## src/rv_decode_pkg.sv

```systemverilog
// Widths, reset vector, opcodes, decode encodings and the instruction word type
`default_nettype none

package rv_decode_pkg;

	// ----------------------------------------
	// Widths and constants
	// ----------------------------------------

	localparam int W_DATA    = 32;
	localparam int W_ADDR    = 32;
	localparam int W_REGADDR = 5;

	localparam logic [W_ADDR-1:0]    RESET_VECTOR = 32'h0000_0040;
	localparam logic [W_DATA-1:0]    INSTR_BYTES  = 32'd4;
	localparam logic [W_REGADDR-1:0] X0           = '0;

	// Lock state encoding
	localparam logic ST_IDLE   = 1'b0;
	localparam logic ST_LOCKED = 1'b1;

	// ----------------------------------------
	// Major opcodes
	// ----------------------------------------

	localparam logic [6:0] OPC_LOAD     = 7'b0000011;
	localparam logic [6:0] OPC_STORE    = 7'b0100011;
	localparam logic [6:0] OPC_BRANCH   = 7'b1100011;
	localparam logic [6:0] OPC_JAL      = 7'b1101111;
	localparam logic [6:0] OPC_JALR     = 7'b1100111;
	localparam logic [6:0] OPC_OP_IMM   = 7'b0010011;
	localparam logic [6:0] OPC_OP       = 7'b0110011;
	localparam logic [6:0] OPC_LUI      = 7'b0110111;
	localparam logic [6:0] OPC_AUIPC    = 7'b0010111;
	localparam logic [6:0] OPC_MISC_MEM = 7'b0001111;
	localparam logic [6:0] OPC_SYSTEM   = 7'b1110011;

	// funct7 for plain and alternate (SUB, SRA) forms
	localparam logic [6:0] F7_BASE = 7'b0000000;
	localparam logic [6:0] F7_ALT  = 7'b0100000;

	// imm12 field of the SYSTEM instructions we keep
	localparam logic [11:0] SYS_ECALL  = 12'h000;
	localparam logic [11:0] SYS_EBREAK = 12'h001;

	// ----------------------------------------
	// Execute controls
	// ----------------------------------------

	typedef enum logic [3:0] {
		ALUOP_ADD = 4'h0,
		ALUOP_SUB = 4'h1,
		ALUOP_SLL = 4'h2,
		ALUOP_LT  = 4'h3,
		ALUOP_LTU = 4'h4,
		ALUOP_XOR = 4'h5,
		ALUOP_SRL = 4'h6,
		ALUOP_SRA = 4'h7,
		ALUOP_OR  = 4'h8,
		ALUOP_AND = 4'h9,
		ALUOP_RS2 = 4'ha
	} aluop_t;

	typedef enum logic {ALUSRCA_RS1, ALUSRCA_PC} alusrc_a_t;
	typedef enum logic {ALUSRCB_RS2, ALUSRCB_IMM} alusrc_b_t;

	typedef enum logic [3:0] {
		MEMOP_NONE = 4'h0,
		MEMOP_LB   = 4'h1,
		MEMOP_LH   = 4'h2,
		MEMOP_LW   = 4'h3,
		MEMOP_LBU  = 4'h4,
		MEMOP_LHU  = 4'h5,
		MEMOP_SB   = 4'h6,
		MEMOP_SH   = 4'h7,
		MEMOP_SW   = 4'h8
	} memop_t;

	typedef enum logic [1:0] {BCOND_NEVER, BCOND_ALWAYS, BCOND_ZERO, BCOND_NZERO} bcond_t;

	typedef enum logic [2:0] {
		EXCEPT_NONE          = 3'd0,
		EXCEPT_ECALL         = 3'd1,
		EXCEPT_EBREAK        = 3'd2,
		EXCEPT_INSTR_ILLEGAL = 3'd3,
		EXCEPT_INSTR_FAULT   = 3'd4
	} except_t;

	// Immediate and address offset selectors
	typedef enum logic [1:0] {IMM_I, IMM_S, IMM_U, IMM_LINK} imm_kind_t;
	typedef enum logic [1:0] {OFFS_I, OFFS_S, OFFS_B, OFFS_J} offs_kind_t;

	// ----------------------------------------
	// Instruction word, register view and immediate view
	// ----------------------------------------

	typedef union packed {
		struct packed {
			logic [6:0]           funct7;
			logic [W_REGADDR-1:0] rs2;
			logic [W_REGADDR-1:0] rs1;
			logic [2:0]           funct3;
			logic [W_REGADDR-1:0] rd;
			logic [6:0]           opcode;
		} r;
		struct packed {
			logic [11:0]          imm12;
			logic [W_REGADDR-1:0] rs1;
			logic [2:0]           funct3;
			logic [W_REGADDR-1:0] rd;
			logic [6:0]           opcode;
		} i;
	} instr_t;

endpackage

`default_nettype wire
```

## src/imm_sel_if.sv

```systemverilog
// Immediate and offset selection interface between opcode decoder and immediate unit
`timescale 1ns/10ps
`default_nettype none

interface imm_sel_if;

	// Selections from the opcode decoder
	rv_decode_pkg::imm_kind_t             imm_kind;
	rv_decode_pkg::offs_kind_t            offs_kind;

	// Results from the immediate unit
	logic [rv_decode_pkg::W_DATA-1:0]     imm;
	logic [rv_decode_pkg::W_ADDR-1:0]     addr_offs;

	modport dec (
		output imm_kind,
		output offs_kind
	);

	modport gen (
		input  imm_kind,
		input  offs_kind,
		output imm,
		output addr_offs
	);

endinterface

`default_nettype wire

```

## src/rv_decode.sv

```systemverilog
// Decode stage top level with lock FSM, PC counter, opcode decoder and immediate unit
`timescale 1ns/10ps
`default_nettype none

module rv_decode (
	input  wire                                    clk,
	input  wire                                    rst_n,

	// Fetch handshake
	input  wire  [rv_decode_pkg::W_DATA-1:0]       cir_i,
	input  wire                                    cir_vld_i,
	input  wire                                    cir_err_i,
	output logic                                   cir_use_o,
	output logic                                   cir_lock_o,
	output logic                                   starved_o,
	output logic [rv_decode_pkg::W_ADDR-1:0]       pc_o,

	// Execute stall and jump request
	input  wire                                    x_stall_i,
	input  wire                                    jump_now_i,
	input  wire                                    jump_from_decode_i,
	input  wire  [rv_decode_pkg::W_ADDR-1:0]       jump_target_i,

	// Execute controls
	output logic [rv_decode_pkg::W_REGADDR-1:0]    rs1_o,
	output logic [rv_decode_pkg::W_REGADDR-1:0]    rs2_o,
	output logic [rv_decode_pkg::W_REGADDR-1:0]    rd_o,
	output logic [rv_decode_pkg::W_DATA-1:0]       imm_o,
	output logic [rv_decode_pkg::W_ADDR-1:0]       addr_offs_o,
	output rv_decode_pkg::alusrc_a_t               alusrc_a_o,
	output rv_decode_pkg::alusrc_b_t               alusrc_b_o,
	output rv_decode_pkg::aluop_t                  aluop_o,
	output rv_decode_pkg::memop_t                  memop_o,
	output rv_decode_pkg::bcond_t                  branchcond_o,
	output logic                                   addr_is_regoffs_o,
	output rv_decode_pkg::except_t                 except_o
);

	rv_decode_pkg::instr_t cir_word;
	logic                  lock_held;
	logic                  pc_load;
	logic                  pc_advance;

	imm_sel_if imm_sel ();

	assign cir_word = rv_decode_pkg::instr_t'(cir_i);

	cir_lock_fsm i_cir_lock_fsm (
		.clk                (clk),
		.rst_n              (rst_n),
		.cir_vld_i          (cir_vld_i),
		.x_stall_i          (x_stall_i),
		.jump_now_i         (jump_now_i),
		.jump_from_decode_i (jump_from_decode_i),
		.starved_o          (starved_o),
		.cir_use_o          (cir_use_o),
		.cir_lock_o         (cir_lock_o),
		.lock_held_o        (lock_held),
		.pc_load_o          (pc_load),
		.pc_advance_o       (pc_advance)
	);

	pc_counter i_pc_counter (
		.clk           (clk),
		.rst_n         (rst_n),
		.pc_load_i     (pc_load),
		.pc_advance_i  (pc_advance),
		.jump_target_i (jump_target_i),
		.pc_o          (pc_o)
	);

	op_decode i_op_decode (
		.instr_i           (cir_word),
		.starved_i         (starved_o),
		.cir_err_i         (cir_err_i),
		.lock_held_i       (lock_held),
		.imm               (imm_sel.dec),
		.rs1_o             (rs1_o),
		.rs2_o             (rs2_o),
		.rd_o              (rd_o),
		.alusrc_a_o        (alusrc_a_o),
		.alusrc_b_o        (alusrc_b_o),
		.aluop_o           (aluop_o),
		.memop_o           (memop_o),
		.branchcond_o      (branchcond_o),
		.addr_is_regoffs_o (addr_is_regoffs_o),
		.except_o          (except_o)
	);

	imm_decode i_imm_decode (
		.instr_i (cir_word),
		.imm     (imm_sel.gen)
	);

	assign imm_o       = imm_sel.imm;
	assign addr_offs_o = imm_sel.addr_offs;

endmodule

`default_nettype wire

```

## src/op_decode.sv

```systemverilog
// RV32I opcode decoder with execute controls, illegal detection and squash
`timescale 1ns/10ps
`default_nettype none

module op_decode (
	input  wire rv_decode_pkg::instr_t            instr_i,
	input  wire                                   starved_i,
	input  wire                                   cir_err_i,
	input  wire                                   lock_held_i,
	imm_sel_if.dec                                imm,
	output logic [rv_decode_pkg::W_REGADDR-1:0]   rs1_o,
	output logic [rv_decode_pkg::W_REGADDR-1:0]   rs2_o,
	output logic [rv_decode_pkg::W_REGADDR-1:0]   rd_o,
	output rv_decode_pkg::alusrc_a_t              alusrc_a_o,
	output rv_decode_pkg::alusrc_b_t              alusrc_b_o,
	output rv_decode_pkg::aluop_t                 aluop_o,
	output rv_decode_pkg::memop_t                 memop_o,
	output rv_decode_pkg::bcond_t                 branchcond_o,
	output logic                                  addr_is_regoffs_o,
	output rv_decode_pkg::except_t                except_o
);

	logic invalid;
	logic fault;

	// Shared by OP and OP_IMM, alt selects SUB/SRA
	function automatic rv_decode_pkg::aluop_t f3_aluop(input logic [2:0] f3, input logic alt);
		rv_decode_pkg::aluop_t op;
		case (f3)
			3'b000:  op = alt ? rv_decode_pkg::ALUOP_SUB : rv_decode_pkg::ALUOP_ADD;
			3'b001:  op = rv_decode_pkg::ALUOP_SLL;
			3'b010:  op = rv_decode_pkg::ALUOP_LT;
			3'b011:  op = rv_decode_pkg::ALUOP_LTU;
			3'b100:  op = rv_decode_pkg::ALUOP_XOR;
			3'b101:  op = alt ? rv_decode_pkg::ALUOP_SRA : rv_decode_pkg::ALUOP_SRL;
			3'b110:  op = rv_decode_pkg::ALUOP_OR;
			default: op = rv_decode_pkg::ALUOP_AND;
		endcase
		return op;
	endfunction

	// Only a word that is actually there can carry a bus fault
	assign fault = !starved_i && cir_err_i;

	always_comb begin
		rs1_o             = instr_i.r.rs1;
		rs2_o             = instr_i.r.rs2;
		rd_o              = instr_i.r.rd;
		imm.imm_kind      = rv_decode_pkg::IMM_I;
		imm.offs_kind     = rv_decode_pkg::OFFS_I;
		alusrc_a_o        = rv_decode_pkg::ALUSRCA_RS1;
		alusrc_b_o        = rv_decode_pkg::ALUSRCB_RS2;
		aluop_o           = rv_decode_pkg::ALUOP_ADD;
		memop_o           = rv_decode_pkg::MEMOP_NONE;
		branchcond_o      = rv_decode_pkg::BCOND_NEVER;
		addr_is_regoffs_o = 1'b0;
		except_o          = rv_decode_pkg::EXCEPT_NONE;
		invalid           = 1'b0;

		case (instr_i.r.opcode)
			rv_decode_pkg::OPC_BRANCH: begin
				rd_o          = rv_decode_pkg::X0;
				imm.offs_kind = rv_decode_pkg::OFFS_B;
				case (instr_i.r.funct3[2:1])
					2'b00:   aluop_o = rv_decode_pkg::ALUOP_SUB;
					2'b10:   aluop_o = rv_decode_pkg::ALUOP_LT;
					2'b11:   aluop_o = rv_decode_pkg::ALUOP_LTU;
					default: invalid = 1'b1;
				endcase
				// BNE, BLT and BLTU take the branch on a nonzero result
				branchcond_o = instr_i.r.funct3[0] ^ instr_i.r.funct3[2] ?
					rv_decode_pkg::BCOND_NZERO : rv_decode_pkg::BCOND_ZERO;
			end
			rv_decode_pkg::OPC_JAL, rv_decode_pkg::OPC_JALR: begin
				rs2_o        = rv_decode_pkg::X0;
				branchcond_o = rv_decode_pkg::BCOND_ALWAYS;
				alusrc_a_o   = rv_decode_pkg::ALUSRCA_PC;
				alusrc_b_o   = rv_decode_pkg::ALUSRCB_IMM;
				imm.imm_kind = rv_decode_pkg::IMM_LINK;
				if (instr_i.r.opcode == rv_decode_pkg::OPC_JAL) begin
					rs1_o         = rv_decode_pkg::X0;
					imm.offs_kind = rv_decode_pkg::OFFS_J;
				end else begin
					addr_is_regoffs_o = 1'b1;
					invalid           = instr_i.r.funct3 != 3'b000;
				end
			end
			rv_decode_pkg::OPC_LUI, rv_decode_pkg::OPC_AUIPC: begin
				rs1_o        = rv_decode_pkg::X0;
				rs2_o        = rv_decode_pkg::X0;
				imm.imm_kind = rv_decode_pkg::IMM_U;
				alusrc_b_o   = rv_decode_pkg::ALUSRCB_IMM;
				if (instr_i.r.opcode == rv_decode_pkg::OPC_LUI) begin
					aluop_o = rv_decode_pkg::ALUOP_RS2;
				end else begin
					alusrc_a_o = rv_decode_pkg::ALUSRCA_PC;
				end
			end
			rv_decode_pkg::OPC_OP_IMM: begin
				rs2_o      = rv_decode_pkg::X0;
				alusrc_b_o = rv_decode_pkg::ALUSRCB_IMM;
				aluop_o    = f3_aluop(instr_i.r.funct3,
					instr_i.r.funct3 == 3'b101 && instr_i.r.funct7[5]);
				// Shift amounts leave only funct7 to check
				if (instr_i.r.funct3 == 3'b001) begin
					invalid = instr_i.r.funct7 != rv_decode_pkg::F7_BASE;
				end else if (instr_i.r.funct3 == 3'b101) begin
					invalid = instr_i.r.funct7 != rv_decode_pkg::F7_BASE &&
						instr_i.r.funct7 != rv_decode_pkg::F7_ALT;
				end
			end
			rv_decode_pkg::OPC_OP: begin
				aluop_o = f3_aluop(instr_i.r.funct3, instr_i.r.funct7[5]);
				invalid = !(instr_i.r.funct7 == rv_decode_pkg::F7_BASE ||
					instr_i.r.funct7 == rv_decode_pkg::F7_ALT &&
					(instr_i.r.funct3 == 3'b000 || instr_i.r.funct3 == 3'b101));
			end
			rv_decode_pkg::OPC_LOAD: begin
				rs2_o             = rv_decode_pkg::X0;
				addr_is_regoffs_o = 1'b1;
				case (instr_i.r.funct3)
					3'b000:  memop_o = rv_decode_pkg::MEMOP_LB;
					3'b001:  memop_o = rv_decode_pkg::MEMOP_LH;
					3'b010:  memop_o = rv_decode_pkg::MEMOP_LW;
					3'b100:  memop_o = rv_decode_pkg::MEMOP_LBU;
					3'b101:  memop_o = rv_decode_pkg::MEMOP_LHU;
					default: invalid = 1'b1;
				endcase
			end
			rv_decode_pkg::OPC_STORE: begin
				// Store data passes through the ALU from rs2
				rd_o              = rv_decode_pkg::X0;
				aluop_o           = rv_decode_pkg::ALUOP_RS2;
				addr_is_regoffs_o = 1'b1;
				imm.imm_kind      = rv_decode_pkg::IMM_S;
				imm.offs_kind     = rv_decode_pkg::OFFS_S;
				case (instr_i.r.funct3)
					3'b000:  memop_o = rv_decode_pkg::MEMOP_SB;
					3'b001:  memop_o = rv_decode_pkg::MEMOP_SH;
					3'b010:  memop_o = rv_decode_pkg::MEMOP_SW;
					default: invalid = 1'b1;
				endcase
			end
			rv_decode_pkg::OPC_MISC_MEM: begin
				// FENCE is a no-op on a single in-order hart
				rs1_o   = rv_decode_pkg::X0;
				rs2_o   = rv_decode_pkg::X0;
				rd_o    = rv_decode_pkg::X0;
				invalid = instr_i.r.funct3 != 3'b000;
			end
			rv_decode_pkg::OPC_SYSTEM: begin
				rs1_o = rv_decode_pkg::X0;
				rs2_o = rv_decode_pkg::X0;
				rd_o  = rv_decode_pkg::X0;
				if (instr_i.i.rs1 != rv_decode_pkg::X0 || instr_i.i.funct3 != 3'b000 ||
					instr_i.i.rd != rv_decode_pkg::X0) begin
					invalid = 1'b1;
				end else if (instr_i.i.imm12 == rv_decode_pkg::SYS_ECALL) begin
					except_o = rv_decode_pkg::EXCEPT_ECALL;
				end else if (instr_i.i.imm12 == rv_decode_pkg::SYS_EBREAK) begin
					except_o = rv_decode_pkg::EXCEPT_EBREAK;
				end else begin
					invalid = 1'b1;
				end
			end
			default: begin
				invalid = 1'b1;
			end
		endcase

		// ----------------------------------------
		// Squash anything with no side effects allowed
		// ----------------------------------------
		if (invalid || starved_i || fault) begin
			rs1_o        = rv_decode_pkg::X0;
			rs2_o        = rv_decode_pkg::X0;
			rd_o         = rv_decode_pkg::X0;
			memop_o      = rv_decode_pkg::MEMOP_NONE;
			branchcond_o = rv_decode_pkg::BCOND_NEVER;
			except_o     = rv_decode_pkg::EXCEPT_NONE;
			if (fault) begin
				except_o = rv_decode_pkg::EXCEPT_INSTR_FAULT;
			end else if (invalid && !starved_i) begin
				except_o = rv_decode_pkg::EXCEPT_INSTR_ILLEGAL;
			end
		end

		// Jump already issued for the locked instruction
		if (lock_held_i) begin
			branchcond_o = rv_decode_pkg::BCOND_NEVER;
		end
	end

endmodule

`default_nettype wire

```

## src/imm_decode.sv

```systemverilog
// Immediate formats and selection of the immediate and the address offset
`timescale 1ns/10ps
`default_nettype none

module imm_decode (
	input  wire rv_decode_pkg::instr_t instr_i,
	imm_sel_if.gen                     imm
);

	logic [rv_decode_pkg::W_DATA-1:0] imm_i;
	logic [rv_decode_pkg::W_DATA-1:0] imm_s;
	logic [rv_decode_pkg::W_DATA-1:0] imm_b;
	logic [rv_decode_pkg::W_DATA-1:0] imm_u;
	logic [rv_decode_pkg::W_DATA-1:0] imm_j;

	// Sign bit is always instr[31], the top bit of imm12
	assign imm_i = {{20{instr_i.i.imm12[11]}}, instr_i.i.imm12};
	assign imm_s = {{20{instr_i.r.funct7[6]}}, instr_i.r.funct7, instr_i.r.rd};
	assign imm_b = {{20{instr_i.r.funct7[6]}}, instr_i.r.rd[0], instr_i.r.funct7[5:0],
		instr_i.r.rd[4:1], 1'b0};
	assign imm_u = {instr_i.i.imm12, instr_i.i.rs1, instr_i.i.funct3, 12'h000};
	assign imm_j = {{12{instr_i.i.imm12[11]}}, instr_i.i.rs1, instr_i.i.funct3,
		instr_i.i.imm12[0], instr_i.i.imm12[10:1], 1'b0};

	always_comb begin
		case (imm.imm_kind)
			rv_decode_pkg::IMM_S:    imm.imm = imm_s;
			rv_decode_pkg::IMM_U:    imm.imm = imm_u;
			// Link address offset for JAL and JALR
			rv_decode_pkg::IMM_LINK: imm.imm = rv_decode_pkg::INSTR_BYTES;
			default:                 imm.imm = imm_i;
		endcase
	end

	always_comb begin
		case (imm.offs_kind)
			rv_decode_pkg::OFFS_S: imm.addr_offs = imm_s;
			rv_decode_pkg::OFFS_B: imm.addr_offs = imm_b;
			rv_decode_pkg::OFFS_J: imm.addr_offs = imm_j;
			default:               imm.addr_offs = imm_i;
		endcase
	end

endmodule

`default_nettype wire

```

## src/pc_counter.sv

```systemverilog
// Decode program counter with reset vector, jump load and advance
`timescale 1ns/10ps
`default_nettype none

module pc_counter (
	input  wire                              clk,
	input  wire                              rst_n,
	input  wire                              pc_load_i,
	input  wire                              pc_advance_i,
	input  wire  [rv_decode_pkg::W_ADDR-1:0] jump_target_i,
	output logic [rv_decode_pkg::W_ADDR-1:0] pc_o
);

	logic [rv_decode_pkg::W_ADDR-1:0] pc_q;

	// Jump has priority over the sequential step
	always_ff @(posedge clk or negedge rst_n) begin
		if (!rst_n) begin
			pc_q <= rv_decode_pkg::RESET_VECTOR;
		end else if (pc_load_i) begin
			pc_q <= jump_target_i;
		end else if (pc_advance_i) begin
			pc_q <= pc_q + rv_decode_pkg::INSTR_BYTES;
		end
	end

	assign pc_o = pc_q;

	// No compressed support, so every PC is a word address
	a_pc_aligned: assert property (
		@(posedge clk) disable iff (!rst_n)
		pc_o[1:0] == 2'b00
	) else $error("Decode PC not word aligned: %h", pc_o);

endmodule

`default_nettype wire

```

## src/cir_lock_fsm.sv

```systemverilog
// Starvation, stall, instruction use, CIR lock state machine and PC update strobes
`timescale 1ns/10ps
`default_nettype none

module cir_lock_fsm (
	input  wire  clk,
	input  wire  rst_n,
	input  wire  cir_vld_i,
	input  wire  x_stall_i,
	input  wire  jump_now_i,
	input  wire  jump_from_decode_i,
	output logic starved_o,
	output logic cir_use_o,
	output logic cir_lock_o,
	output logic lock_held_o,
	output logic pc_load_o,
	output logic pc_advance_o
);

	logic state_q;
	logic stall;
	logic assert_lock;

	assign starved_o = !cir_vld_i;
	assign stall     = x_stall_i || starved_o;
	assign cir_use_o = !stall;

	// A jump from the instruction in decode must not lose the CIR while
	// execute holds us, or the link and other side effects are trashed
	assign assert_lock = jump_now_i && jump_from_decode_i && stall;
	assign lock_held_o = state_q == rv_decode_pkg::ST_LOCKED;
	assign cir_lock_o  = (lock_held_o && stall) || assert_lock;

	always_ff @(posedge clk or negedge rst_n) begin
		if (!rst_n) begin
			state_q <= rv_decode_pkg::ST_IDLE;
		end else begin
			state_q <= cir_lock_o ? rv_decode_pkg::ST_LOCKED : rv_decode_pkg::ST_IDLE;
		end
	end

	// ----------------------------------------
	// PC strobes
	// ----------------------------------------

	// Target was presented earlier, load it when the lock lets go
	assign pc_load_o    = (jump_now_i && !assert_lock) || (lock_held_o && !stall);
	assign pc_advance_o = cir_use_o;

	// A jump raised by decode needs a word in decode
	a_decode_jump_has_word: assert property (
		@(posedge clk) disable iff (!rst_n)
		jump_now_i && jump_from_decode_i |-> cir_vld_i
	) else $error("Jump from decode without a valid CIR word");

endmodule

`default_nettype wire

```

## config.mk

```make
export PLATFORM = sky130hd
export DESIGN_NAME = rv_decode
export DESIGN_NICKNAME = d
export VERILOG_FILES = /design/src/rv_decode_pkg.sv /design/src/imm_sel_if.sv /design/src/rv_decode.sv /design/src/op_decode.sv /design/src/imm_decode.sv /design/src/pc_counter.sv /design/src/cir_lock_fsm.sv
export SDC_FILE = /design/constraint.sdc
export NUM_CORES = 1
export LEC_CHECK = 0
export ABC_AREA = 0
export CAP_MARGIN = 15
export CORE_MARGIN = 5
export CORE_UTILIZATION = 53
export CTS_BUF_LIST = sky130_fd_sc_hd__clkbuf_4
export DETAILED_ROUTE_END_ITERATION = 16
export DONT_BUFFER_PORTS = 1
export PLACE_DENSITY = 0.72
export SYNTH_ARGS = -nofsm -noshare
export SYNTH_HDL_FRONTEND = slang
export SYNTH_SLANG_ARGS = --single-unit
```

## constraint.sdc

```tcl
create_clock -name clk -period 2.8 [get_ports clk]
set_input_delay 0.42 -clock clk [delete_from_list [all_inputs] [get_ports clk]]
set_output_delay 0.42 -clock clk [all_outputs]
set_load 0.05 [all_outputs]
```

==> qor.yml <==
detailed_routing:
  routed_wl_um: 13500
  drc: 0
  wire_per_inst_um: 23.4
  drt_iter0_markers: 433
  ant_nets: 0
  via_per_inst: 7.11
  drt-pass1-iter-count: 5
  vias: 4087
min_path:
  holdCritPathClass: "in -> reg"
placed_design:
  placed_cell_area_sq_um: 4030
  dp_slack_ps: 138
  dpl.hpwl_um: 10400
  place_inst: 564
  globalplace.congestion: 0.916
  io_buffer_count: 0
run_status:
  status: "complete, no violations"
clocking:
  cts_tree: "done"
  cts_sinks: 33
  h-tree-depth: 2
  clk_pin_slew_ps: 110
  cts_resized: 0
  clk_latency_ps: 330
  cts_hold_buf: 2
  cts_buffer_depth: 2
  cts_setup_buffers: 0
  root_buffer: "clkbuf_4"
  cts_made_buffers: 5
die:
  die_x_um: 91.4
  core_area_sq_um: 6390
  rows: 29
  boundaryPins: 201
  initial_utilization: 0.549
  die_y_um: 91.4
  die_area_sq_um: 8350
critical_path:
  crit_path_end_kind: "primary output"
  arrival_ps: 2270
  crit_type: "in -> out"
  critPathMaxFanout: 16
  startpoint_type: "input port"
  required_ps: 2380
power_and_ir_drop:
  p_sw_uw: 1090
  pwr-share-seq: 0.393
  totalPowerFinal_uw: 2100
  p_comb_frac: 0.432
  p_sw_frac: 0.517
  clockPowerShare: 0.175
  peakVddDrop_uv: 456
  p_per_area_nw_per_um2: 505
  intPower_uw: 1020
  power.leakage_uw: 0.00174
synthesis:
  synth_area_leader_cell: "dfrtp_1"
  post-synth-top-count-cell: "nand2_1"
  yosys_warnings: 0
  synth_commonest_cells: "nand2_1 (44), a21oi_1 (43), nor2_1 (34)"
  syn-num-nets: 547
  ys_seq_area_frac: 0.236
  ys.flop_type: "dfrtp_1"
  ys_async_sr_fraction: 1.00
  synth-edff-count: 0
  syn_inst: 475
  netlist.area_leader.share: 0.228
  synth_top_cells_by_area: "dfrtp_1 (23%), a21oi_1 (6.1%), nand2_1 (4.7%)"
  synth.avg_cell_area_sq_um: 7.39
  mappedNetlistArea_sq_um: 3510
  synthDistinctLibCells: 72
  ys_seq_elements: 33
grt:
  grt_usage: 0.303
  grt_max_degree: 46
  grt_pass1_vias: 3693
  grt_pass1_wl_um: 20800
  overflow: 0
  antenna_found_initial: 0
timing:
  final_max_slew_viol_count: 0
  relSlewSlack: 0.548
  fin_crit_ps: 2690
  rsz0062_at_grt: "no"
  clock.fmax_ghz: 0.372
  finalClockSkew_ps: 16.5
  setup_violations: 0
  worst-slew-pin-transition_ps: 678
  hold_viol: 0
  fin_ws_ps: 109
  fin_crit_sh: 0.961
final_layout:
  drive_above_1_share: 0.215
  layout.cells.non_filler: 575
  diodes: 0
  regArea_sq_um: 827
  areaGrowthSynthToFinish_pct: 18.5
  n_fill_cell: 578
  multiInputGateArea_sq_um: 2410
  nets: 569
  final_cell_area_sq_um: 4160
run:
  drv_cap: 0
[placed cells by master, fill, tap and decap left out, types with 3 or more instances in the layout]
| cell | n |
|---|---|
| a32o_1 | 3 |
| nor2b_1 | 4 |
| o21ai_1 | 3 |
| a31oi_1 | 3 |
| a211oi_1 | 4 |
| mux2_2 | 4 |
| o22ai_1 | 11 |
| buf_12 | 17 |
| a21oi_1 | 43 |
| or4_1 | 3 |
| a2bb2oi_1 | 4 |
| nand3_1 | 22 |
| o21ai_0 | 24 |
| dfrtp_1 | 32 |
| a21o_1 | 20 |
| and2_1 | 14 |
| or2_2 | 4 |
| buf_4 | 47 |
| nand2_1 | 44 |
| nor3b_1 | 4 |
| xor2_1 | 4 |
| nand4_1 | 13 |
| nand2b_1 | 8 |
| nor3_1 | 17 |
| a31o_2 | 7 |
| mux2i_1 | 4 |
| nor4_1 | 6 |
| and3_1 | 25 |
| inv_1 | 6 |
| nor2_1 | 33 |
| nor4_2 | 3 |
| clkbuf_4 | 6 |
| or3_1 | 4 |
| a22o_1 | 3 |
[registers in the layout (all words and copies together), names as in the netlist]
register                    count
i_cir_lock_fsm.lock_held_o      1
i_pc_counter.pc_o              32
[critical path, stage by stage]
cell	delay, ps
or4_4	560
nor4_2	350
a21oi_2	170
nor4_4	160
buf_4	220
nor3b_4	240
buf_12	160
[cells by family after synthesis]
kind of cell | share of synthesized area
XOR/XNOR | 0.0125
adder cells (fa/ha/maj) | 0.00357
multiplexers | 0.0243
buffers and inverters | 0.0859
flip-flops | 0.236
AO/OA/AOI/OAI | 0.282
AND/OR/NAND/NOR | 0.356
[area by class of cell]
class	instances	share of cell area
Sequential cell	33	0.199
Inverter	6	0.00542
Timing Repair Buffer	66	0.173
Tap cell	77	0.0232
Clock inverter	2	0.00813
Multi-Input combinational cell	385	0.581
Clock buffer	6	0.0108
[power groups by stage]
stage          clock (uW)  sequential, uW  combinational [uW]
2_1_floorplan           0             984                 604
3_3_place_gp            0             830                 864
3_5_place_dp            0             834                 879
4_1_cts               369             824                 897
5_1_grt               398             839                 963
6_report              368             826                 907
[stage by stage]
| step | hold WS [ps] | TNS (ps) | util |
|---|---|---|---|
| floorplan | 124 | -936 | - |
| global placement | 125 | 0 | 0.632 |
| detailed placement | 125 | 0 | 0.632 |
| CTS | 183 | 0 | 0.649 |
| global route | 177 | 0 | 0.651 |
| finish | 186 | 0 | 0.651 |
[routing by layer]
metal | vias to the layer above | GRT usage | wire length (um)
met2 | 319 | 0.515 | 6670
met5 | - | 0 | 0
met1 | 1908 | 0.376 | 4860
li1 | 1816 | - | -
met3 | 44 | 0.0727 | 1470
met4 | 0 | 0.0978 | 465
[final timing paths]
kind                                       start                    end  slack [ps]  cells past startpoint
hold reg to reg             i_pc_counter.pc_o[6]   i_pc_counter.pc_o[6]         690                      2
setup reg to reg           i_pc_counter.pc_o[18]  i_pc_counter.pc_o[30]         510                      5
max in group asynchronous                  rst_n   i_pc_counter.pc_o[6]        2010                      2
hold / removal                  jump_target_i[1]   i_pc_counter.pc_o[1]         190                      2
min in group asynchronous                  rst_n  i_pc_counter.pc_o[20]         550                      2
setup / recovery                       cir_i[27]        branchcond_o[0]         110                      7
Note: power is estimated with default switching activity, not from simulation.
